File: src/design/sys_pkg.sv
/*
 * Shared widths, command codes and reset values for the board glue logic.
 * Every design module imports this package.
 */
package sys_pkg;

	// ====================
	// Word types
	// ====================
	typedef logic [31:0] host_word_t;
	typedef logic [15:0] io_word_t;
	typedef logic [11:0] timing_t;
	typedef logic [7:0]  cmd_t;
	typedef logic [1:0]  rst_code_t;

	// Sync pulse run length, wide enough for a full frame at 50 MHz
	typedef logic [23:0] run_len_t;

	// ====================
	// Host protocol
	// ====================
	localparam cmd_t cmd_config = 8'h01;
	localparam cmd_t cmd_timing = 8'h20;

	// Host refuses to talk to a core with a different magic
	localparam host_word_t core_magic = 32'h5CA6_23A4;
	localparam logic [1:0] io_version = 2'd1;

	localparam int num_timing_words = 8;

	// Host reset codes on gp_out[31:30]
	localparam rst_code_t rst_code_guard = 2'd0;
	localparam rst_code_t rst_code_set   = 2'd1;
	localparam rst_code_t rst_code_clear = 2'd2;

	// ====================
	// Reset defaults
	// ====================
	// 1280x720 at 60 Hz
	localparam timing_t default_width  = 12'd1280;
	localparam timing_t default_hfp    = 12'd110;
	localparam timing_t default_hs     = 12'd40;
	localparam timing_t default_hbp    = 12'd220;
	localparam timing_t default_height = 12'd720;
	localparam timing_t default_vfp    = 12'd5;
	localparam timing_t default_vs     = 12'd5;
	localparam timing_t default_vbp    = 12'd20;

	// Button sampling
	localparam int debounce_div_default = 100000;
	localparam int deb_len = 8;

	// Command decoder states
	typedef enum logic {
		idle,
		have_cmd
	} dec_state_t;

endpackage

File: src/design/host_link.sv
/*
 * Host word port. Captures the host output word, runs the strobe and
 * acknowledge handshake and returns either the magic or the status word.
 */
`timescale 1ns/1ps

module host_link (
	input  logic                FPGA_CLK2_50,
	input  logic                resetd,
	input  sys_pkg::host_word_t gp_out,
	input  logic                io_wait,
	input  logic                btn_user_db,
	input  logic                btn_osd_db,
	output sys_pkg::host_word_t gp_in,
	output sys_pkg::io_word_t   io_data,
	output logic                io_uio,
	output logic                io_strobe,
	output sys_pkg::rst_code_t  reset_code,
	output logic                disk_act
);
	import sys_pkg::*;

	host_word_t gp_out_d;
	host_word_t gp_out_r;
	host_word_t status_word;
	logic       io_clk;
	logic       rack;
	logic       io_ack;

	// Two-stage capture of the host word
	always_ff @(posedge FPGA_CLK2_50) begin
		if (resetd) begin
			gp_out_d <= '0;
			gp_out_r <= '0;
		end else begin
			gp_out_d <= gp_out;
			gp_out_r <= gp_out_d;
		end
	end

	assign io_data    = gp_out_r[15:0];
	assign io_clk     = gp_out_r[17];
	assign io_uio     = gp_out_r[20];
	assign disk_act   = gp_out_r[29];
	assign reset_code = gp_out_r[31:30];

	// One strobe per io_clk rise
	assign io_strobe = io_clk & ~rack;

	// Ack stalls while the core holds io_wait
	always_ff @(posedge FPGA_CLK2_50) begin
		if (resetd) begin
			rack   <= 1'b0;
			io_ack <= 1'b0;
		end else if (!io_wait || io_strobe) begin
			rack   <= io_clk;
			io_ack <= rack;
		end
	end

	assign status_word = {1'b0, btn_user_db, btn_osd_db, 9'd0, io_version, io_ack, 17'd0};

	// Bit 31 low asks for the magic word
	assign gp_in = gp_out[31] ? status_word : core_magic;

endmodule

File: src/design/config_decoder.sv
/*
 * Command decoder for host frames. Command 1 loads the configuration flags,
 * command 0x20 loads the eight video timing words in order.
 */
`timescale 1ns/1ps

module config_decoder (
	input  logic              FPGA_CLK2_50,
	input  logic              resetd,
	input  logic              io_strobe,
	input  logic              io_uio,
	input  sys_pkg::io_word_t io_data,
	output logic              dvi_mode,
	output logic              audio_96k,
	output logic              ypbpr_en,
	output logic              csync,
	output logic              vga_scaler,
	output sys_pkg::timing_t  h_width,
	output sys_pkg::timing_t  h_fp,
	output sys_pkg::timing_t  h_sync,
	output sys_pkg::timing_t  h_bp,
	output sys_pkg::timing_t  v_height,
	output sys_pkg::timing_t  v_fp,
	output sys_pkg::timing_t  v_sync,
	output sys_pkg::timing_t  v_bp
);
	import sys_pkg::*;

	dec_state_t state;
	cmd_t       cmd;
	logic [3:0] word_cnt;
	logic       old_strobe;
	logic       strobe_rise;

	assign strobe_rise = io_strobe & ~old_strobe;

	always_ff @(posedge FPGA_CLK2_50) begin
		if (resetd) begin
			state      <= idle;
			cmd        <= '0;
			word_cnt   <= '0;
			old_strobe <= 1'b0;
			dvi_mode   <= 1'b0;
			audio_96k  <= 1'b0;
			ypbpr_en   <= 1'b0;
			csync      <= 1'b0;
			vga_scaler <= 1'b0;
			h_width    <= default_width;
			h_fp       <= default_hfp;
			h_sync     <= default_hs;
			h_bp       <= default_hbp;
			v_height   <= default_height;
			v_fp       <= default_vfp;
			v_sync     <= default_vs;
			v_bp       <= default_vbp;
		end else begin
			old_strobe <= io_strobe;

			// Frame ends when io_uio drops
			if (!io_uio) begin
				state <= idle;
			end else if (strobe_rise) begin
				case (state)
					idle: begin
						cmd      <= io_data[7:0];
						word_cnt <= '0;
						state    <= have_cmd;
					end
					have_cmd: begin
						if (cmd == cmd_config) begin
							dvi_mode   <= io_data[7];
							audio_96k  <= io_data[6];
							ypbpr_en   <= io_data[5];
							csync      <= io_data[3];
							vga_scaler <= io_data[2];
						end else if (cmd == cmd_timing &&
							word_cnt < 4'(num_timing_words)) begin
							word_cnt <= word_cnt + 4'd1;
							case (word_cnt[2:0])
								3'd0: h_width  <= io_data[11:0];
								3'd1: h_fp     <= io_data[11:0];
								3'd2: h_sync   <= io_data[11:0];
								3'd3: h_bp     <= io_data[11:0];
								3'd4: v_height <= io_data[11:0];
								3'd5: v_fp     <= io_data[11:0];
								3'd6: v_sync   <= io_data[11:0];
								default: v_bp  <= io_data[11:0];
							endcase
						end
						// other commands belong to blocks outside this design
					end
				endcase
			end
		end
	end

endmodule

File: src/design/button_debounce.sv
/*
 * Debounces the user and OSD buttons. Both are sampled once per slow tick
 * and change state only after a full history of equal samples.
 */
`timescale 1ns/1ps

module button_debounce #(
	parameter int debounce_div = sys_pkg::debounce_div_default
) (
	input  logic       FPGA_CLK2_50,
	input  logic       resetd,
	input  logic       btn_user,
	input  logic       btn_osd,
	input  logic [1:0] key,
	output logic       btn_user_db,
	output logic       btn_osd_db
);
	import sys_pkg::*;

	logic [31:0]        div_cnt;
	logic               tick;
	logic [deb_len-1:0] deb_user;
	logic [deb_len-1:0] deb_osd;

	// Sample tick, one every debounce_div+1 clocks
	assign tick = (div_cnt == 32'd0);

	always_ff @(posedge FPGA_CLK2_50) begin
		if (resetd || div_cnt >= 32'(debounce_div))
			div_cnt <= '0;
		else
			div_cnt <= div_cnt + 32'd1;
	end

	// Buttons and keys are active low
	always_ff @(posedge FPGA_CLK2_50) begin
		if (resetd) begin
			deb_user    <= '0;
			deb_osd     <= '0;
			btn_user_db <= 1'b0;
			btn_osd_db  <= 1'b0;
		end else if (tick) begin
			deb_user <= {deb_user[deb_len-2:0], ~(btn_user & key[1])};
			deb_osd  <= {deb_osd[deb_len-2:0], ~(btn_osd & key[0])};

			if (&deb_user) btn_user_db <= 1'b1;
			if (~|deb_user) btn_user_db <= 1'b0;
			if (&deb_osd) btn_osd_db <= 1'b1;
			if (~|deb_osd) btn_osd_db <= 1'b0;
		end
	end

endmodule

File: src/design/reset_request.sv
/*
 * Host reset request with a guard sequence, so a stray code cannot release
 * the reset. Also registers the cold-reset button.
 */
`timescale 1ns/1ps

module reset_request (
	input  logic               FPGA_CLK2_50,
	input  logic               resetd,
	input  sys_pkg::rst_code_t reset_code,
	input  logic               btn_reset,
	output logic               reset_req,
	output logic               cold_reset
);
	import sys_pkg::*;

	rst_code_t code_d1;
	rst_code_t code_d2;

	always_ff @(posedge FPGA_CLK2_50) begin
		if (resetd) begin
			code_d1    <= rst_code_guard;
			code_d2    <= rst_code_guard;
			reset_req  <= 1'b0;
			cold_reset <= 1'b0;
		end else begin
			code_d1 <= reset_code;
			code_d2 <= code_d1;

			if (code_d1 == rst_code_set)
				reset_req <= 1'b1;
			// Release only when clear follows the guard code
			if (code_d1 == rst_code_clear && code_d2 == rst_code_guard)
				reset_req <= 1'b0;

			// Button is active low
			cold_reset <= ~btn_reset;
		end
	end

endmodule

File: src/design/video_sync_out.sv
/*
 * VGA sync outputs. Each sync line is measured and its polarity turned so
 * the pulse is active high, then driven inverted or as composite sync.
 */
`timescale 1ns/1ps

module video_sync_out (
	input  logic FPGA_CLK2_50,
	input  logic resetd,
	input  logic hs_in,
	input  logic vs_in,
	input  logic csync,
	input  logic vga_en,
	output logic vga_hs,
	output logic vga_vs
);
	import sys_pkg::*;

	logic [1:0] sync_in;
	logic [1:0] sync_norm;
	logic [1:0] pol;
	logic [1:0] s1;
	logic [1:0] s2;
	run_len_t   run_cnt [2];
	run_len_t   high_w  [2];
	run_len_t   low_w   [2];

	// Index 0 is hsync, index 1 is vsync
	assign sync_in = {vs_in, hs_in};

	for (genvar i = 0; i < 2; i++) begin : g_line
		always_ff @(posedge FPGA_CLK2_50) begin
			if (resetd) begin
				s1[i]      <= 1'b0;
				s2[i]      <= 1'b0;
				run_cnt[i] <= '0;
				high_w[i]  <= '0;
				low_w[i]   <= '0;
				pol[i]     <= 1'b0;
			end else begin
				s1[i] <= sync_in[i];
				s2[i] <= s1[i];

				// Latch the width of the run that just ended
				if (!s2[i] && s1[i]) low_w[i] <= run_cnt[i];
				if (s2[i] && !s1[i]) high_w[i] <= run_cnt[i];

				if (s2[i] != s1[i])
					run_cnt[i] <= '0;
				else if (~&run_cnt[i])
					run_cnt[i] <= run_cnt[i] + 1'b1;

				// Longer high phase means active-low sync
				pol[i] <= (high_w[i] > low_w[i]);
			end
		end

		assign sync_norm[i] = sync_in[i] ^ pol[i];
	end

	// ====================
	// Output drive
	// ====================
	assign vga_hs = vga_en ? 1'b1 :
		csync ? ~(sync_norm[1] ^ sync_norm[0]) : ~sync_norm[0];
	assign vga_vs = vga_en ? 1'b1 :
		csync ? 1'b1 : ~sync_norm[1];

endmodule

File: src/design/sys_top.sv
/*
 * Board glue top level. Connects the host port, command decoder, buttons,
 * reset request and VGA sync, and maps the LED requests to the board.
 */
`timescale 1ns/1ps

module sys_top #(
	parameter int debounce_div = sys_pkg::debounce_div_default
) (
	input  logic                FPGA_CLK2_50,
	input  logic                resetd,
	input  sys_pkg::host_word_t gp_out,
	output sys_pkg::host_word_t gp_in,
	input  logic                io_wait,
	input  logic                btn_user,
	input  logic                btn_osd,
	input  logic                btn_reset,
	input  logic [1:0]          key,
	input  logic                led_user_req,
	input  logic [1:0]          led_power_req,
	input  logic [1:0]          led_disk_req,
	input  logic                hs_in,
	input  logic                vs_in,
	input  logic                vga_en,
	output logic                vga_hs,
	output logic                vga_vs,
	output logic                led_user,
	output logic                led_hdd,
	output logic                led_power,
	output logic [7:0]          led,
	output logic                reset_req,
	output logic                cold_reset,
	output logic                dvi_mode,
	output logic                audio_96k,
	output logic                ypbpr_en,
	output logic                vga_scaler,
	output sys_pkg::timing_t    h_width,
	output sys_pkg::timing_t    h_fp,
	output sys_pkg::timing_t    h_sync,
	output sys_pkg::timing_t    h_bp,
	output sys_pkg::timing_t    v_height,
	output sys_pkg::timing_t    v_fp,
	output sys_pkg::timing_t    v_sync,
	output sys_pkg::timing_t    v_bp,
	output logic                io_strobe,
	output sys_pkg::io_word_t   io_data
);
	import sys_pkg::*;

	rst_code_t reset_code;
	logic      io_uio;
	logic      disk_act;
	logic      btn_user_db;
	logic      btn_osd_db;
	logic      csync;
	logic      led_p;
	logic      led_d;
	logic      led_u;

	host_link u_host_link (
		.FPGA_CLK2_50 (FPGA_CLK2_50),
		.resetd       (resetd),
		.gp_out       (gp_out),
		.io_wait      (io_wait),
		.btn_user_db  (btn_user_db),
		.btn_osd_db   (btn_osd_db),
		.gp_in        (gp_in),
		.io_data      (io_data),
		.io_uio       (io_uio),
		.io_strobe    (io_strobe),
		.reset_code   (reset_code),
		.disk_act     (disk_act)
	);

	config_decoder u_config_decoder (
		.FPGA_CLK2_50 (FPGA_CLK2_50),
		.resetd       (resetd),
		.io_strobe    (io_strobe),
		.io_uio       (io_uio),
		.io_data      (io_data),
		.dvi_mode     (dvi_mode),
		.audio_96k    (audio_96k),
		.ypbpr_en     (ypbpr_en),
		.csync        (csync),
		.vga_scaler   (vga_scaler),
		.h_width      (h_width),
		.h_fp         (h_fp),
		.h_sync       (h_sync),
		.h_bp         (h_bp),
		.v_height     (v_height),
		.v_fp         (v_fp),
		.v_sync       (v_sync),
		.v_bp         (v_bp)
	);

	button_debounce #(
		.debounce_div (debounce_div)
	) u_button_debounce (
		.FPGA_CLK2_50 (FPGA_CLK2_50),
		.resetd       (resetd),
		.btn_user     (btn_user),
		.btn_osd      (btn_osd),
		.key          (key),
		.btn_user_db  (btn_user_db),
		.btn_osd_db   (btn_osd_db)
	);

	reset_request u_reset_request (
		.FPGA_CLK2_50 (FPGA_CLK2_50),
		.resetd       (resetd),
		.reset_code   (reset_code),
		.btn_reset    (btn_reset),
		.reset_req    (reset_req),
		.cold_reset   (cold_reset)
	);

	video_sync_out u_video_sync_out (
		.FPGA_CLK2_50 (FPGA_CLK2_50),
		.resetd       (resetd),
		.hs_in        (hs_in),
		.vs_in        (vs_in),
		.csync        (csync),
		.vga_en       (vga_en),
		.vga_hs       (vga_hs),
		.vga_vs       (vga_vs)
	);

	// ====================
	// LEDs
	// ====================
	// Upper request bit selects direct drive
	assign led_p = led_power_req[1] ? ~led_power_req[0] : 1'b0;
	assign led_d = led_disk_req[1] ? ~led_disk_req[0] : ~(led_disk_req[0] | disk_act);
	assign led_u = ~led_user_req;

	assign led_power = led_p;
	assign led_hdd   = led_d;
	assign led_user  = led_u;

	// Main board LEDs
	assign led = {3'b000, ~led_p, 1'b0, ~led_d, 1'b0, ~led_u};

endmodule

File: config.mk
export PLATFORM = sky130hd
export DESIGN_NAME = sys_top
export DESIGN_NICKNAME = d
export VERILOG_FILES = /design/src/design/sys_pkg.sv /design/src/design/host_link.sv /design/src/design/config_decoder.sv /design/src/design/button_debounce.sv /design/src/design/reset_request.sv /design/src/design/video_sync_out.sv /design/src/design/sys_top.sv
export SDC_FILE = /design/constraint.sdc
export NUM_CORES = 1
export LEC_CHECK = 0
export BUFFER_PORTS_ARGS = -buffer_cell sky130_fd_sc_hd__buf_4
export CAP_MARGIN = 10
export CORE_UTILIZATION = 27
export DETAILED_ROUTE_END_ITERATION = 6
export PLACE_DENSITY = 0.46
export SYNTH_ARGS = -nofsm -noshare
export SYNTH_HDL_FRONTEND = slang
export SYNTH_SLANG_ARGS = --single-unit
File: constraint.sdc
create_clock -name FPGA_CLK2_50 -period 3.2 [get_ports FPGA_CLK2_50]
set_clock_uncertainty 0.15 [all_clocks]
set_input_delay 0.32 -clock FPGA_CLK2_50 [delete_from_list [all_inputs] [get_ports FPGA_CLK2_50]]
set_output_delay 0.32 -clock FPGA_CLK2_50 [all_outputs]
set_load 0.05 [all_outputs]
Word-level counts from Yosys, hierarchy flattened:

Memory sizes are Yosys's and may differ from the RTL's.
Cells that the tools add are included.

* order comparisons: 4
* bitwise logic cells: 34
* eq/ne operators: 16
* reductions and logical operators: 38
* muxes and demuxes: 50
* $add $sub $neg: 4

Operators by type and width (count)
* $mux W24: 8
* $add A24 B1 Y24 const B: 2
* $gt A24 B24 Y1: 2
* $reduce_and A24 Y1: 2
* $reduce_and A6 Y1: 8
* $mux W1: 38
* $add A32 B1 Y32 const B: 1
* $ge A32 B17 Y1 const B: 1
* $logic_not A32 Y1: 1
* $mux W31: 1
* $not A1 Y1: 18
* $reduce_and A8 Y1: 2
* $reduce_or A8 Y1: 2
* $eq A3 B3 Y1 const B: 3
* $or A1 B1 Y1: 9
* $eq A8 B1 Y1 const B: 1
* $eq A8 B6 Y1 const B: 1
* $mux W4: 2
* $pmux W4 S2: 1
* $reduce_and A4 Y1: 2
* $reduce_or A7 Y1: 1
* $eq A3 B2 Y1 const B: 2
* $logic_and A1 B1 Y1: 6
* $logic_not A1 Y1: 5
* 16 further kinds: 27

* word-level logic and storage cells: 185
* input bits: 48
* memories kept: 3
* output and inout port bits: 164
* bits in writable memories: 144
* bits in registers: 243

Memories
* u_video_sync_out.high_w: words 2, bits a word 24, read ports 2, clocked after memory_dff 0, wr ports 2, line video_sync_out.sv:25 `run_len_t high_w [2];`
* u_video_sync_out.low_w: words 2, bits a word 24, read ports 2, clocked after memory_dff 0, wr ports 2, line video_sync_out.sv:26 `run_len_t low_w [2];`
* u_video_sync_out.run_cnt: words 2, bits a word 24, read ports 2, clocked after memory_dff 0, wr ports 2, line video_sync_out.sv:24 `run_len_t run_cnt [2];`

Depth between registers and ports, before layout:

Gate-level depths: netlist of run 1.
An unclocked memory read counts as a cell.

* word-level depth: 7
* depth in mapped cells: 8
* mapped depth without buffers: 7

By module:

A second synthesis of run 1 with hierarchy kept.

* cells, all modules: 1473
* area total of the unflattened synthesis: 16139.2 um2

Modules (own cells, without submodules)
* video_sync_out: cells each 640, times used 1, area each 7647.3 um2
* config_decoder: cells each 447, times used 1, area each 4659.5 um2
* button_debounce: cells each 209, times used 1, area each 1966.9 um2
* host_link: cells each 149, times used 1, area each 1604.0 um2
* reset_request: cells each 15, times used 1, area each 175.2 um2
* sys_top: cells each 13, times used 1, area each 86.3 um2

Least setup slack after synthesis of run 1:

Ideal clock, no wire load.

* path type: reg-to-reg
* from: memory u_video_sync_out.run_cnt[0][0] (netlist name)
* to: memory u_video_sync_out.run_cnt[0][0] (netlist name), enable pin
* library setup time: 0.543 ns
* clock period less this slack: 2.679 ns
* buffers on the path: 0
* data arrival time: 1.986 ns
* path slack: 0.521 ns
* stages on the path, launching flop included: 6
* cells stage by stage: edfxtp_1 ha_1 nand2_1 or3_1 nor3_2 nand4b_1

RTL lines (line)
* start, declared: video_sync_out.sv:24

==> results of run 1 <==
## logic make-up (layout without fill, tap and decap cells)
group | count (synthesis) | after routing | synth area share, %
and+or+nand+nor | 546 | 546 | 18.5
DFF | 365 | 365 | 56.2
buffers and inverters | 201 | 379 | 6.91
AOI/OAI and AO/OA | 136 | 136 | 5.59
muxes | 70 | 70 | 4.50
adders and majority gates | 61 | 61 | 4.90
xor gates and xnor gates | 60 | 60 | 3.38
other | 2 | 38 | 0.0482
## per-layer routing
layer,wire (um),GRT usage (%),vias to the layer above
li1,-,-,5178
met1,17100,16.3,4883
met2,16500,19.7,150
met3,1120,1.86,48
met4,680,3.74,0
met5,0,0,-
## synthesized netlist by cell type (2+ instances only)
cell / number / share of area (%)
sky130_fd_sc_hd__buf_2: 15 / 0.48
sky130_fd_sc_hd__a21boi_0: 2 / 0.096
sky130_fd_sc_hd__o31ai_1: 2 / 0.096
sky130_fd_sc_hd__a21oi_1: 55 / 1.8
sky130_fd_sc_hd__clkbuf_1: 35 / 0.84
sky130_fd_sc_hd__nor3_1: 12 / 0.39
sky130_fd_sc_hd__nand2_1: 62 / 1.5
sky130_fd_sc_hd__a211o_1: 24 / 1.4
sky130_fd_sc_hd__nor4_1: 14 / 0.56
sky130_fd_sc_hd__buf_4: 63 / 3.0
sky130_fd_sc_hd__buf_12: 3 / 0.39
sky130_fd_sc_hd__a221o_1: 4 / 0.26
sky130_fd_sc_hd__a21o_1: 6 / 0.29
sky130_fd_sc_hd__o211ai_1: 2 / 0.096
sky130_fd_sc_hd__ha_1: 61 / 4.9
sky130_fd_sc_hd__dfxtp_1: 221 / 28
sky130_fd_sc_hd__or3_1: 3 / 0.12
sky130_fd_sc_hd__nand3_1: 33 / 1.1
sky130_fd_sc_hd__xnor2_1: 29 / 1.6
sky130_fd_sc_hd__nor3_2: 2 / 0.13
sky130_fd_sc_hd__o21ai_0: 27 / 0.87
sky130_fd_sc_hd__nor3b_1: 3 / 0.14
sky130_fd_sc_hd__and2_0: 2 / 0.080
sky130_fd_sc_hd__or2_2: 4 / 0.16
sky130_fd_sc_hd__and2_1: 99 / 4.0
sky130_fd_sc_hd__edfxtp_1: 144 / 28
sky130_fd_sc_hd__conb_1: 2 / 0.048
sky130_fd_sc_hd__clkbuf_2: 2 / 0.064
sky130_fd_sc_hd__nor2b_1: 68 / 2.7
sky130_fd_sc_hd__nand2b_1: 5 / 0.20
sky130_fd_sc_hd__a211oi_1: 2 / 0.096
sky130_fd_sc_hd__and3_1: 12 / 0.48
sky130_fd_sc_hd__nor2_1: 176 / 4.2
sky130_fd_sc_hd__buf_6: 2 / 0.14
sky130_fd_sc_hd__nor4_4: 2 / 0.27
sky130_fd_sc_hd__a221oi_1: 2 / 0.11
sky130_fd_sc_hd__nand4_1: 29 / 1.2
sky130_fd_sc_hd__a41oi_1: 2 / 0.11
sky130_fd_sc_hd__and4_1: 9 / 0.51
sky130_fd_sc_hd__inv_1: 80 / 1.9
sky130_fd_sc_hd__xor2_1: 31 / 1.7
sky130_fd_sc_hd__mux2i_1: 70 / 4.5
sky130_fd_sc_hd__a311oi_1: 4 / 0.22
## worst max-delay path: cells and delay by family, from the launching register on
family | cells | cell delay (ps)
simple gates | 4 | 1350
flops | 1 | 420
fa+ha+maj | 1 | 210
buf+inv | 1 | 210
## per-stage QoR
step           util [%]  worst slack, ps  std cells  total power (W)  hold slack [ps]
6_report           33.4              593       2411           0.0101             25.6
5_1_grt            33.4              347       2411           0.0105             57.9
4_1_cts            33.4              561       2411           0.0102             7.25
3_5_place_dp       30.7              577       2310          0.00566              270
3_3_place_gp       30.7              637       2310          0.00565              267
2_1_floorplan         -              521       1477          0.00551              237
## layout make-up
type,instances,area (sq um),share of cell area [%]
clock buffer,59,1170,6.20
clock inverter,14,101,0.535
inverter,80,300,1.59
multi-input combinational,911,5890,31.1
sequential,365,8750,46.2
tap,756,946,4.99
timing repair buffer,226,1780,9.41
## where the power goes
group / leakage [nW] / switching [W] / internal [W]
clock network: 0.632 / 0.00188 / 0.00263
logic: 3.60 / 0.000389 / 0.000192
registers: 3.38 / 0.0000603 / 0.00493
total: 7.61 / 0.00233 / 0.00775
## sequential cells by signal, summed over array words and instances (netlist names), 12 cells and up
| signal | cells |
|---|---|
| u_button_debounce.div_cnt | 32 |
| u_config_decoder.h_bp | 12 |
| u_config_decoder.h_fp | 12 |
| u_config_decoder.h_sync | 12 |
| u_config_decoder.h_width | 12 |
| u_config_decoder.v_bp | 12 |
| u_config_decoder.v_fp | 12 |
| u_config_decoder.v_height | 12 |
| u_config_decoder.v_sync | 12 |
| u_host_link.gp_out_d | 21 |
| u_host_link.gp_out_r | 21 |
| u_video_sync_out.high_w | 48 |
| u_video_sync_out.low_w | 48 |
| u_video_sync_out.run_cnt | 48 |
## worst min path at each step
stage,startpoint,to,slack (ps),cells past startpoint
floorplan,btn_reset,u_reset_request.cold_reset$_SDFF_PP0_,240,1
global placement,u_host_link.gp_out_d[2]$_SDFF_PP0_,u_host_link.gp_out_r[2]$_SDFF_PP0_,270,1
detailed placement,u_host_link.gp_out_d[0]$_SDFF_PP0_,u_host_link.gp_out_r[0]$_SDFF_PP0_,270,1
CTS,gp_out[31],u_host_link.gp_out_d[31]$_SDFF_PP0_,7,3
global route,resetd,u_host_link.gp_out_d[31]$_SDFF_PP0_,60,2
finish,gp_out[31],u_host_link.gp_out_d[31]$_SDFF_PP0_,30,3
==> tab_implementation.tex, run 1 <==
\begin{tabular}{lr}
\hline
Metric & Value \\
\hline
\multicolumn{2}{l}{\textbf{Outcome}} \\
Result of the run & completed \\
\multicolumn{2}{l}{\textbf{Global routing}} \\
Global-route wire length before repair & roughly 57,000 um \\
Overall Global Routing Usage & about an eighth \\
Number of antenna violations at the first check in global routing & 0 \\
Vias in the first global route & 10,057 \\
Largest net degree at the start of global routing & roughly 150 \\
Global route overflow & 0 \\
\multicolumn{2}{l}{\textbf{Synthesis}} \\
Cell area after synthesis & around 0.016 sq mm \\
Count of synthesis-stage warnings from yosys & 0 \\
Ys async rst share & 0\% \\
Synthesized instance count & between 1,000 and 1,500 \\
Number of flops mapped to enable cells by yosys & between 100 and 150 \\
Mean Syn Cell Area & $\sim$11 sq um \\
\#FFs+latches synth & between 300 and 400 \\
Number of distinct library cells after synthesis & 59 \\
Sequential element share of the synthesized area & between 50\% and 60\% \\
Prevailing post-synth register cell & sky130\_fd\_sc\_hd\_\_dfxtp\_1 \\
\multicolumn{2}{l}{\textbf{Critical path}} \\
Launching point of the worst reg2reg path & u\_video\_sync\_out.run\_cnt[1][0]\$\_SDFFCE\_PN0P\_ \\
Worst reg2reg path endpoint & u\_video\_sync\_out.run\_cnt[1][5]\$\_SDFFCE\_PN0P\_ \\
Slowest stage cell on the critical path & sky130\_fd\_sc\_hd\_\_nor4\_4 \\
Startpoint class of the critical path & register \\
Cell-by-cell trace of the critical path & ha\_1, nand3\_1, nor4\_4, nand4\_1, or3b\_1, buf\_4 \\
Element type at the critical path end & register \\
Setup crit start & u\_video\_sync\_out.run\_cnt[1][0]\$\_SDFFCE\_PN0P\_ \\
Worst setup path endpoint & u\_video\_sync\_out.run\_cnt[1][5]\$\_SDFFCE\_PN0P\_ \\
Maximum fanout along the worst path & 12 \\
Delay of the slowest critical-path stage & $\sim$490 ps \\
Minimum setup slack among reg-to-reg paths & between 500 and 600 ps \\
Data required time of the worst path & around 3400 ps \\
Category of the most critical setup path & register to register \\
Worst R2R Path Depth & 6 \\
Arrival time reported for the critical path endpoint & $\sim$2800 ps \\
\multicolumn{2}{l}{\textbf{Timing}} \\
Sum of negative setup slack & 0 ps \\
Final min period & $\sim$2600 ps \\
Final max-slew violation count & 0 \\
Slew of the pin with the lowest slew margin & between 900 and 1000 ps \\
Final count of negative-setup-slack endpoints & 0 \\
Max\_slew headroom & roughly 34\% \\
Hold Violations, Final & 0 \\
Setup repair after global routing missed its margin & false \\
Fraction of the cycle the final worst path needs & around 81\% \\
Maximum operating frequency & around 0.38 GHz \\
\multicolumn{2}{l}{\textbf{Power}} \\
Peak ir drop on the vdd network & approximately 310 uV \\
Cell area power density & 532 mW/mm\^{}2 \\
Leak & $\sim$7.6 nW \\
\multicolumn{2}{l}{\textbf{Place}} \\
Area after DPL & between 0.015 and 0.02 sq mm \\
Placer Congestion & between 0.7 and 0.8 \\
Final HPWL from detailed placement & $\sim$23,000 um \\
Port-buffer cells & roughly 180 \\
\multicolumn{2}{l}{\textbf{Cells and area}} \\
\# nets final & around 1,700 \\
Antenna Diode Count & 0 \\
Filler Cell Count & roughly 5,700 \\
Share of layout cells above drive strength 1 & 16.5\% \\
Fin area & about 0.019 sq mm \\
Most frequent standard cell in the layout excluding fill and tap cells & sky130\_fd\_sc\_hd\_\_dfxtp\_1 \\
Commonest non-fill, non-tap cells in the layout & sky130\_fd\_sc\_hd\_\_dfxtp\_1, sky130\_fd\_sc\_hd\_\_buf\_4, sky130\_fd\_sc\_hd\_\_nor2\_1, sky130\_fd\_sc\_hd\_\_edfxtp\_1, sky130\_fd\_sc\_hd\_\_and2\_1 \\
Area added between synthesis and finish & 21.7\% \\
\multicolumn{2}{l}{\textbf{Clock tree}} \\
Buffers inserted during post-CTS setup optimization & 0 \\
Clock buffers created by TritonCTS & 41 \\
CTS tree & built \\
Clock network latency to the later pin of the worst-skew pair & 560 ps \\
Count of clock tree sinks & about 370 \\
Maximum buffer depth of the clock tree & 3 \\
CTS Hold Buffers Added & 28 \\
Clock transition at the register clock pins on the worst setup and hold paths after CTS & approximately 60 ps \\
Resized cells post-CTS & 0 \\
Count of H-tree levels built during CTS & 2 \\
Root buffer selected by CTS & sky130\_fd\_sc\_hd\_\_clkbuf\_16 \\
\multicolumn{2}{l}{\textbf{Drt}} \\
Average routed wire per standard cell & between 10 and 15 um \\
Detailed-route vias per instance & 4.26 \\
Via total after detailed routing & 10,259 \\
DR pass1 iterations & 5 \\
Post-route DRC violation count & 0 \\
Total routed wirelength & $\sim$35,000 um \\
Number of DRC markers after the initial detailed-route iteration & approximately 490 \\
ANT nets after route & 0 \\
\multicolumn{2}{l}{\textbf{Hold path}} \\
Hold Crit Class & input pin to register \\
\multicolumn{2}{l}{\textbf{Run}} \\
Count of max-cap constraint violations & 0 \\
\multicolumn{2}{l}{\textbf{Die}} \\
Width of the chip & 242 um \\
Area of the core & roughly 0.057 sq mm \\
Initial Util & a little over a quarter \\
Count of boundary I/O pins & 212 \\
Floorplan row count & 87 \\
Area of the die & 0.0586 sq mm \\
Die Y-Extent & between 200 and 250 um \\
\hline
\end{tabular}
(Power assumes the default switching activity.)
==> inputs of run 2 (changes only) <==
--- a/config.mk
+++ b/config.mk
@@ -9,7 +9,7 @@
 export CAP_MARGIN = 10
 export CORE_UTILIZATION = 27
 export DETAILED_ROUTE_END_ITERATION = 6
-export PLACE_DENSITY = 0.46
+export PLACE_DENSITY = 0.47
 export SYNTH_ARGS = -nofsm -noshare
 export SYNTH_HDL_FRONTEND = slang
 export SYNTH_SLANG_ARGS = --single-unit
==> constraint.sdc (replaced) <==
create_clock -name FPGA_CLK2_50 -period 2.13 [get_ports FPGA_CLK2_50]
set_clock_uncertainty 0.15 [all_clocks]
set_input_delay 0.213 -clock FPGA_CLK2_50 [delete_from_list [all_inputs] [get_ports FPGA_CLK2_50]]
set_output_delay 0.213 -clock FPGA_CLK2_50 [all_outputs]
set_load 0.05 [all_outputs]
==> tab_implementation.tex, run 2 (synthesized netlist as in run 1, its figures left out) <==
\begin{tabular}{lr}
\hline
Metric & Value \\
\hline
\multicolumn{2}{l}{\textbf{Outcome}} \\
Result of the run & completed \\
\multicolumn{2}{l}{\textbf{Clock tree}} \\
Root buffer selected by CTS & sky130\_fd\_sc\_hd\_\_clkbuf\_16 \\
Maximum buffer depth of the clock tree & 3 (unchanged) \\
Count of clock tree sinks & 365 (unchanged) \\
Clock transition at the register clock pins on the worst setup and hold paths after CTS & 60 ps (about the same) \\
Count of H-tree levels built during CTS & 2 (unchanged) \\
CTS tree & built \\
Clock buffers created by TritonCTS & 41 (unchanged) \\
Clock network latency to the later pin of the worst-skew pair & 550 ps (about the same) \\
\multicolumn{2}{l}{\textbf{Critical path}} \\
Cell-by-cell trace of the critical path & ha\_4, nand4\_1, nor4\_2, buf\_4, and4\_4, o31ai\_2, a221oi\_2 \\
Category of the most critical setup path & register to register \\
Data required time of the worst path & 2420 ps (-940 ps) \\
Delay of the slowest critical-path stage & 410 ps (-80 ps) \\
Startpoint class of the critical path & register \\
Maximum fanout along the worst path & 2 (-10) \\
Element type at the critical path end & register \\
Slowest stage cell on the critical path & sky130\_fd\_sc\_hd\_\_edfxtp\_1 \\
Arrival time reported for the critical path endpoint & 2370 ps (-400 ps) \\
\multicolumn{2}{l}{\textbf{Drt}} \\
Detailed-route vias per instance & 4.20 (-1.2\%) \\
Total routed wirelength & 36,100 um (+2.0\%) \\
ANT nets after route & 0 (unchanged) \\
Post-route DRC violation count & 0 (unchanged) \\
Via total after detailed routing & 10,488 (+2.2\%) \\
DR pass1 iterations & 4 (-1) \\
Average routed wire per standard cell & 14.5 um (-1.5\%) \\
Number of DRC markers after the initial detailed-route iteration & 392 (-20\%) \\
\multicolumn{2}{l}{\textbf{Place}} \\
Final HPWL from detailed placement & 24,100 um (+4.2\%) \\
Port-buffer cells & 177 (unchanged) \\
Placed Cells & 2,379 (+3.0\%) \\
Placer Congestion & 0.766 (+3.4\%) \\
\multicolumn{2}{l}{\textbf{Cells and area}} \\
\# nets final & 1,816 (+4.7\%) \\
Multi-input combinational cell area & 0.00602 sq mm (+2.2\%) \\
Commonest non-fill, non-tap cells in the layout & sky130\_fd\_sc\_hd\_\_buf\_4, sky130\_fd\_sc\_hd\_\_dfxtp\_1, sky130\_fd\_sc\_hd\_\_nor2\_1, sky130\_fd\_sc\_hd\_\_edfxtp\_1, sky130\_fd\_sc\_hd\_\_and2\_1 \\
Non-filler cells, final & 2,495 (+3.5\%) \\
Filler Cell Count & 5,649 (-0.74\%) \\
Antenna Diode Count & 0 (unchanged) \\
Biggest registers after layout & u\_video\_sync\_out.high\_w: 48 flops, u\_video\_sync\_out.low\_w: 48 flops, u\_video\_sync\_out.run\_cnt: 48 flops \\
Final core utilization & 34.9\% (+1.5 points) \\
Storage element area & 0.00875 sq mm (unchanged) \\
Area added between synthesis and finish & 27.1\% \\
Most frequent standard cell in the layout excluding fill and tap cells & sky130\_fd\_sc\_hd\_\_buf\_4 \\
Share of layout cells above drive strength 1 & 20.6\% (+4.1 points) \\
\multicolumn{2}{l}{\textbf{Power}} \\
Portion of total power attributed to the clock network & 44.7\% (about the same) \\
Peak ir drop on the vdd network & 543 uV (+73\%) \\
Leak & 8.05 nW (+5.8\%) \\
Cell-internal power & 0.0118 W (+52\%) \\
Logic gate share of total power & 6.3\% (+0.5 points) \\
Cell area power density & 773 mW/mm\^{}2 (+45\%) \\
Net Sw Frac & 22.7\% (-0.40 points) \\
Seq pwr share & 49.0\% (-0.5 points) \\
Net switching power of the design & 0.00347 W (+49\%) \\
\multicolumn{2}{l}{\textbf{Timing}} \\
Setup repair after global routing missed its margin & true \\
Final max-slew violation count & 0 (unchanged) \\
Slew of the pin with the lowest slew margin & 669 ps (-312 ps) \\
Fraction of the cycle the final worst path needs & 97.8\% (+16 points) \\
Final Hold Slack & 213 ps (+187 ps) \\
Max\_slew headroom & 55.4\% (+21 points) \\
Final min period & 2080 ps (-523 ps) \\
Final count of negative-setup-slack endpoints & 0 (unchanged) \\
Maximum operating frequency & 0.480 GHz (+25\%) \\
Hold Violations, Final & 0 (unchanged) \\
\multicolumn{2}{l}{\textbf{Die}} \\
Width of the chip & 242 um (unchanged) \\
Count of boundary I/O pins & 212 (unchanged) \\
Die Y-Extent & 242 um (unchanged) \\
Initial Util & 27.5\% (unchanged) \\
Area of the die & 0.0586 sq mm (unchanged) \\
Floorplan row count & 87 (unchanged) \\
Area of the core & 0.0567 sq mm (unchanged) \\
\multicolumn{2}{l}{\textbf{Global routing}} \\
Vias in the first global route & 10,216 (+1.6\%) \\
Global-route wire length before repair & 56,800 um (+0.14\%) \\
Global route overflow & 0 (unchanged) \\
Largest net degree at the start of global routing & 104 (-30\%) \\
Number of antenna violations at the first check in global routing & 2 (+2) \\
Overall Global Routing Usage & 12.1\% (+0.027 points) \\
\multicolumn{2}{l}{\textbf{Run}} \\
Count of max-cap constraint violations & 0 (unchanged) \\
\multicolumn{2}{l}{\textbf{Hold path}} \\
Hold Crit Class & input pin to register \\
\hline
\end{tabular}
-- run 2: cell count changes in the layout (fill, tap and decap cells not counted), sizes merged --
| cell | previous run | this run |
|---|---|---|
| buf | 198 | 274 |
| clkbuf | 59 | 71 |
| clkinv | 13 | 2 |
| dlygate4sd3 | 28 | 32 |
| inv | 80 | 81 |
| nor2 | 178 | 179 |
| or3b | 1 | 2 |
-- run 2: worst max-delay path: cells and delay by family, from the launching register on --
| family | cells | cell delay (ps) |
|---|---|---|
| and+or+nand+nor | 3 | 650 |
| DFF | 1 | 410 |
| AOI/OAI and AO/OA | 2 | 340 |
| adders and majority gates | 1 | 290 |
| buffers and inverters | 1 | 150 |
-- run 2: per-stage QoR --
step,setup slack [ps],TNS (ps),total power [W],cell area (sq um)
after floorplan,-463,-11120,0.00828,15700
after global placement,-63.2,-92.5,0.00854,18000
after detailed placement,-78.8,-162,0.00855,18000
after CTS,2.79,0,0.0155,19700
after global routing,-57.2,-931,0.0159,19800
final,45.8,0,0.0153,19800
-- run 2: routing by layer --
layer  vias to the layer above  GRT usage (%)  part of all wire, %
met5                         -              0                    0
met3                        31           2.07                  3.8
li1                       5343              -                    -
met2                       160           19.9                   47
met4                         0           3.57                  1.5
met1                      4954           16.2                   48
-- run 2: layout make-up --
class / instances / share of cell area, %
clock buffer: 71 / 6.27
clock inverter: 4 / 0.247
inverter: 80 / 1.52
multi-input combinational: 913 / 30.4
sequential: 365 / 44.2
tap: 756 / 4.78
timing repair buffer: 306 / 12.5
-- run 2: what timing repair did --
action / in CTS / in global routing
gates resized for setup: 9 / 8
setup endpoints to repair: 8 / 53
hold buffers: 32 / 0
buffers inserted: 2 / 5
cloned: 0 / 2
endpoints found under the hold margin: 33 / 0
pin swaps: 7 / 10
-- run 2: power by group through the flow --
stage / Combinational, W / Sequential (W) / Clock (W)
after floorplan: 0.000668 / 0.00761 / 0
after global placement: 0.000902 / 0.00764 / 0
after detailed placement: 0.000902 / 0.00764 / 0
after CTS: 0.000969 / 0.00749 / 0.00708
after global routing: 0.00105 / 0.00751 / 0.00731
final: 0.000956 / 0.00749 / 0.00684
-- run 2: path summary, 6_finish.rpt --
check,startpoint,endpoint,slack [ps],depth (start not counted)
setup / recovery,u_video_sync_out.high_w[1][18]$_SDFFCE_PN0P_,u_video_sync_out.pol[1]$_SDFF_PP0_,50,7
hold / removal,btn_reset,u_reset_request.cold_reset$_SDFF_PP0_,210,3
setup reg to reg,u_video_sync_out.high_w[1][18]$_SDFFCE_PN0P_,u_video_sync_out.pol[1]$_SDFF_PP0_,50,7
hold reg to reg,u_host_link.gp_out_d[10]$_SDFF_PP0_,u_host_link.gp_out_r[10]$_SDFF_PP0_,280,1
==> inputs of run 3 (changes only) <==
--- a/config.mk
+++ b/config.mk
@@ -10,6 +10,7 @@
 export CORE_UTILIZATION = 27
 export DETAILED_ROUTE_END_ITERATION = 6
 export PLACE_DENSITY = 0.47
+export SKIP_CTS_REPAIR_TIMING = 1
 export SYNTH_ARGS = -nofsm -noshare
 export SYNTH_HDL_FRONTEND = slang
 export SYNTH_SLANG_ARGS = --single-unit
==> constraint.sdc (replaced) <==
create_clock -name FPGA_CLK2_50 -period 1.76 [get_ports FPGA_CLK2_50]
set_clock_uncertainty 0.15 [all_clocks]
set_input_delay 0.176 -clock FPGA_CLK2_50 [delete_from_list [all_inputs] [get_ports FPGA_CLK2_50]]
set_output_delay 0.176 -clock FPGA_CLK2_50 [all_outputs]
set_load 0.05 [all_outputs]
==> tab_implementation.tex, run 3 (synthesized netlist as in run 1, its figures left out) <==
\begin{tabular}{lr}
\hline
Metric & Value \\
\hline
\multicolumn{2}{l}{\textbf{Drt}} \\
Via total after detailed routing & 11,037 (+5.2\%) \\
Detailed-route vias per instance & 4.27 (+1.5\%) \\
Number of DRC markers after the initial detailed-route iteration & 451 (+15\%) \\
ANT nets after route & 0 (unchanged) \\
Total routed wirelength & 38,800 um (+7.5\%) \\
DR pass1 iterations & 7 (+3) \\
Post-route DRC violation count & 4 (+4) \\
Average routed wire per standard cell & 15.0 um (+3.7\%) \\
\multicolumn{2}{l}{\textbf{Timing}} \\
Final max-slew violation count & 0 (unchanged) \\
Setup ws final & -330 ps (-375 ps) \\
Final min period & 2090 ps (+5.44 ps) \\
Fraction of the cycle the final worst path needs & 119\% (+21 points) \\
Slew of the pin with the lowest slew margin & 687 ps (+17.5 ps) \\
Setup repair after global routing missed its margin & true \\
Final Hold Slack & 166 ps (-46.8 ps) \\
Maximum operating frequency & 0.479 GHz (-0.26\%) \\
Hold Violations, Final & 0 (unchanged) \\
Final count of negative-setup-slack endpoints & 210 (+210) \\
Max\_slew headroom & 54.2\% (-1.2 points) \\
\multicolumn{2}{l}{\textbf{Critical path}} \\
Setup crit start & u\_video\_sync\_out.run\_cnt[1][14]\$\_SDFFCE\_PN0P\_ \\
Top Family by Delay on Critical Path & simple AND/OR/NAND/NOR gates \\
Arrival time reported for the critical path endpoint & 2230 ps (-140 ps) \\
Data required time of the worst path & 1900 ps (-520 ps) \\
Startpoint class of the critical path & register \\
Cell-by-cell trace of the critical path & nand4\_1, nor4\_4, nand4\_1, buf\_4, or3b\_4 \\
Buffers \& Inverters on Critical Path & 1 (unchanged) \\
Slowest stage cell on the critical path & sky130\_fd\_sc\_hd\_\_or3b\_4 \\
Category of the most critical setup path & register to register \\
Delay of the slowest critical-path stage & 470 ps (+60 ps) \\
Launching point of the worst reg2reg path & u\_video\_sync\_out.run\_cnt[1][14]\$\_SDFFCE\_PN0P\_ \\
Maximum fanout along the worst path & 12 (+10) \\
Cell with the most instances on the worst path & sky130\_fd\_sc\_hd\_\_nand4\_1 \\
Element type at the critical path end & register \\
\multicolumn{2}{l}{\textbf{Die}} \\
Initial Util & 27.5\% (unchanged) \\
Area of the die & 0.0586 sq mm (unchanged) \\
Area of the core & 0.0567 sq mm (unchanged) \\
Width of the chip & 242 um (unchanged) \\
Die Y-Extent & 242 um (unchanged) \\
Count of boundary I/O pins & 212 (unchanged) \\
Floorplan row count & 87 (unchanged) \\
\multicolumn{2}{l}{\textbf{Global routing}} \\
Global-route wire length before repair & 57,500 um (+1.3\%) \\
Vias in the first global route & 10,373 (+1.5\%) \\
Overall Global Routing Usage & 12.2\% (+0.14 points) \\
Global route overflow & 0 (unchanged) \\
Largest net degree at the start of global routing & 59 (-43\%) \\
Number of antenna violations at the first check in global routing & 0 (-2) \\
\multicolumn{2}{l}{\textbf{Clock tree}} \\
Count of clock tree sinks & 365 (unchanged) \\
Root buffer selected by CTS & sky130\_fd\_sc\_hd\_\_clkbuf\_16 \\
Clock buffers created by TritonCTS & 40 (-2.4\%) \\
CTS tree & built \\
Clock network latency to the later pin of the worst-skew pair & 560 ps (about the same) \\
Maximum buffer depth of the clock tree & 3 (unchanged) \\
Clock transition at the register clock pins on the worst setup and hold paths after CTS & 60 ps (about the same) \\
Count of H-tree levels built during CTS & 2 (unchanged) \\
\multicolumn{2}{l}{\textbf{Cells and area}} \\
Area added between synthesis and finish & 37.7\% \\
Commonest non-fill, non-tap cells in the layout & sky130\_fd\_sc\_hd\_\_buf\_4, sky130\_fd\_sc\_hd\_\_dfxtp\_1, sky130\_fd\_sc\_hd\_\_nor2\_1, sky130\_fd\_sc\_hd\_\_edfxtp\_1, sky130\_fd\_sc\_hd\_\_and2\_1 \\
Biggest registers after layout & u\_video\_sync\_out.high\_w: 48 flops, u\_video\_sync\_out.low\_w: 48 flops, u\_video\_sync\_out.run\_cnt: 48 flops \\
Antenna Diode Count & 0 (unchanged) \\
\# nets final & 1,912 (+5.3\%) \\
Filler Cell Count & 5,574 (-1.3\%) \\
Most frequent standard cell in the layout excluding fill and tap cells & sky130\_fd\_sc\_hd\_\_buf\_4 \\
Final core utilization & 37.8\% (+2.9 points) \\
Share of layout cells above drive strength 1 & 31.6\% (+11 points) \\
\multicolumn{2}{l}{\textbf{Outcome}} \\
Violations in the final reports & DRC, setup timing \\
Result of the run & finished with violations \\
\multicolumn{2}{l}{\textbf{Power}} \\
Cell area power density & 875 mW/mm\^{}2 (+13\%) \\
Leak & 9.08 nW (+13\%) \\
Peak ir drop on the vdd network & 615 uV (+13\%) \\
Design Power & 0.0188 W (+23\%) \\
\multicolumn{2}{l}{\textbf{Place}} \\
Port-buffer cells & 177 (unchanged) \\
Final HPWL from detailed placement & 25,200 um (+4.6\%) \\
Placer Congestion & 0.761 (-0.57\%) \\
\multicolumn{2}{l}{\textbf{Run}} \\
Count of max-cap constraint violations & 0 (unchanged) \\
\multicolumn{2}{l}{\textbf{Hold path}} \\
Hold Crit Class & input pin to register \\
Startpoint of the most critical hold path & btn\_reset \\
\hline
\end{tabular}
run 3: cell types whose count changed in the layout (fill, tap and decap cells not counted), moves of 9 or more:
cell	previous run	this run
sky130_fd_sc_hd__dfxtp_1	221	205
sky130_fd_sc_hd__a21oi_2	0	21
sky130_fd_sc_hd__dfxtp_2	0	16
sky130_fd_sc_hd__clkbuf_16	43	52
sky130_fd_sc_hd__clkbuf_1	22	6
sky130_fd_sc_hd__buf_4	265	325
sky130_fd_sc_hd__nand2_1	61	44
sky130_fd_sc_hd__nor2_1	176	145
sky130_fd_sc_hd__nor2_2	1	25
sky130_fd_sc_hd__a21oi_1	55	34
sky130_fd_sc_hd__nand2_4	0	14
sky130_fd_sc_hd__buf_6	1	21
run 3: final timing paths:
path	endpoint	slack, ps	cells past startpoint
worst max-delay path	u_video_sync_out.run_cnt[1][8]$_SDFFCE_PN0P_	-330	5
worst min register to register	u_host_link.gp_out_r[17]$_SDFF_PP0_	280	1
worst min-delay path	u_reset_request.cold_reset$_SDFF_PP0_	170	3
worst max register to register	u_video_sync_out.run_cnt[1][8]$_SDFFCE_PN0P_	-330	5
run 3: cell type report:
| cell class | count | area, sq um | share of cell area, % |
|---|---|---|---|
| clock buffer | 53 | 1140 | 5.33 |
| sequential | 365 | 8770 | 40.9 |
| clock inverter | 16 | 164 | 0.764 |
| multi-input combinational | 914 | 6590 | 30.7 |
| timing repair buffer | 402 | 3540 | 16.5 |
| inverter | 80 | 300 | 1.40 |
| tap | 756 | 946 | 4.41 |
run 3: power breakdown:
| part | switching [W] | internal [W] | total, W |
|---|---|---|---|
| Combinational | 0.000782 | 0.000483 | 0.00127 |
| Clock | 0.00343 | 0.00499 | 0.00842 |
| Sequential | 0.000102 | 0.00897 | 0.00907 |
| Total | 0.00431 | 0.0144 | 0.0188 |
run 3: worst register-to-register path, delay by kind of cell (launching register included):
kind / cells / cell delay, ps
AND/OR/NAND/NOR: 4 / 1150
flip-flops: 1 / 350
buffers and inverters: 1 / 170
run 3: stage by stage:
step / TNS (ps) / cells / area, sq um / worst slack (ps)
detailed placement: -28920 / 2449 / 18600 / -305
floorplan: -37530 / 1477 / 15800 / -833
finish: -34590 / 2586 / 21400 / -330
global route: -51670 / 2586 / 21400 / -443
CTS: -31150 / 2518 / 19900 / -403
global placement: -24270 / 2449 / 18600 / -261
run 3: per-layer routing:
metal,vias to the layer above,share of wire (%),global-route usage [%]
li1,5544,-,-
met1,5278,47,16.5
met2,164,48,19.8
met3,51,3.0,1.96
met4,0,2.2,4.23
met5,-,0,0
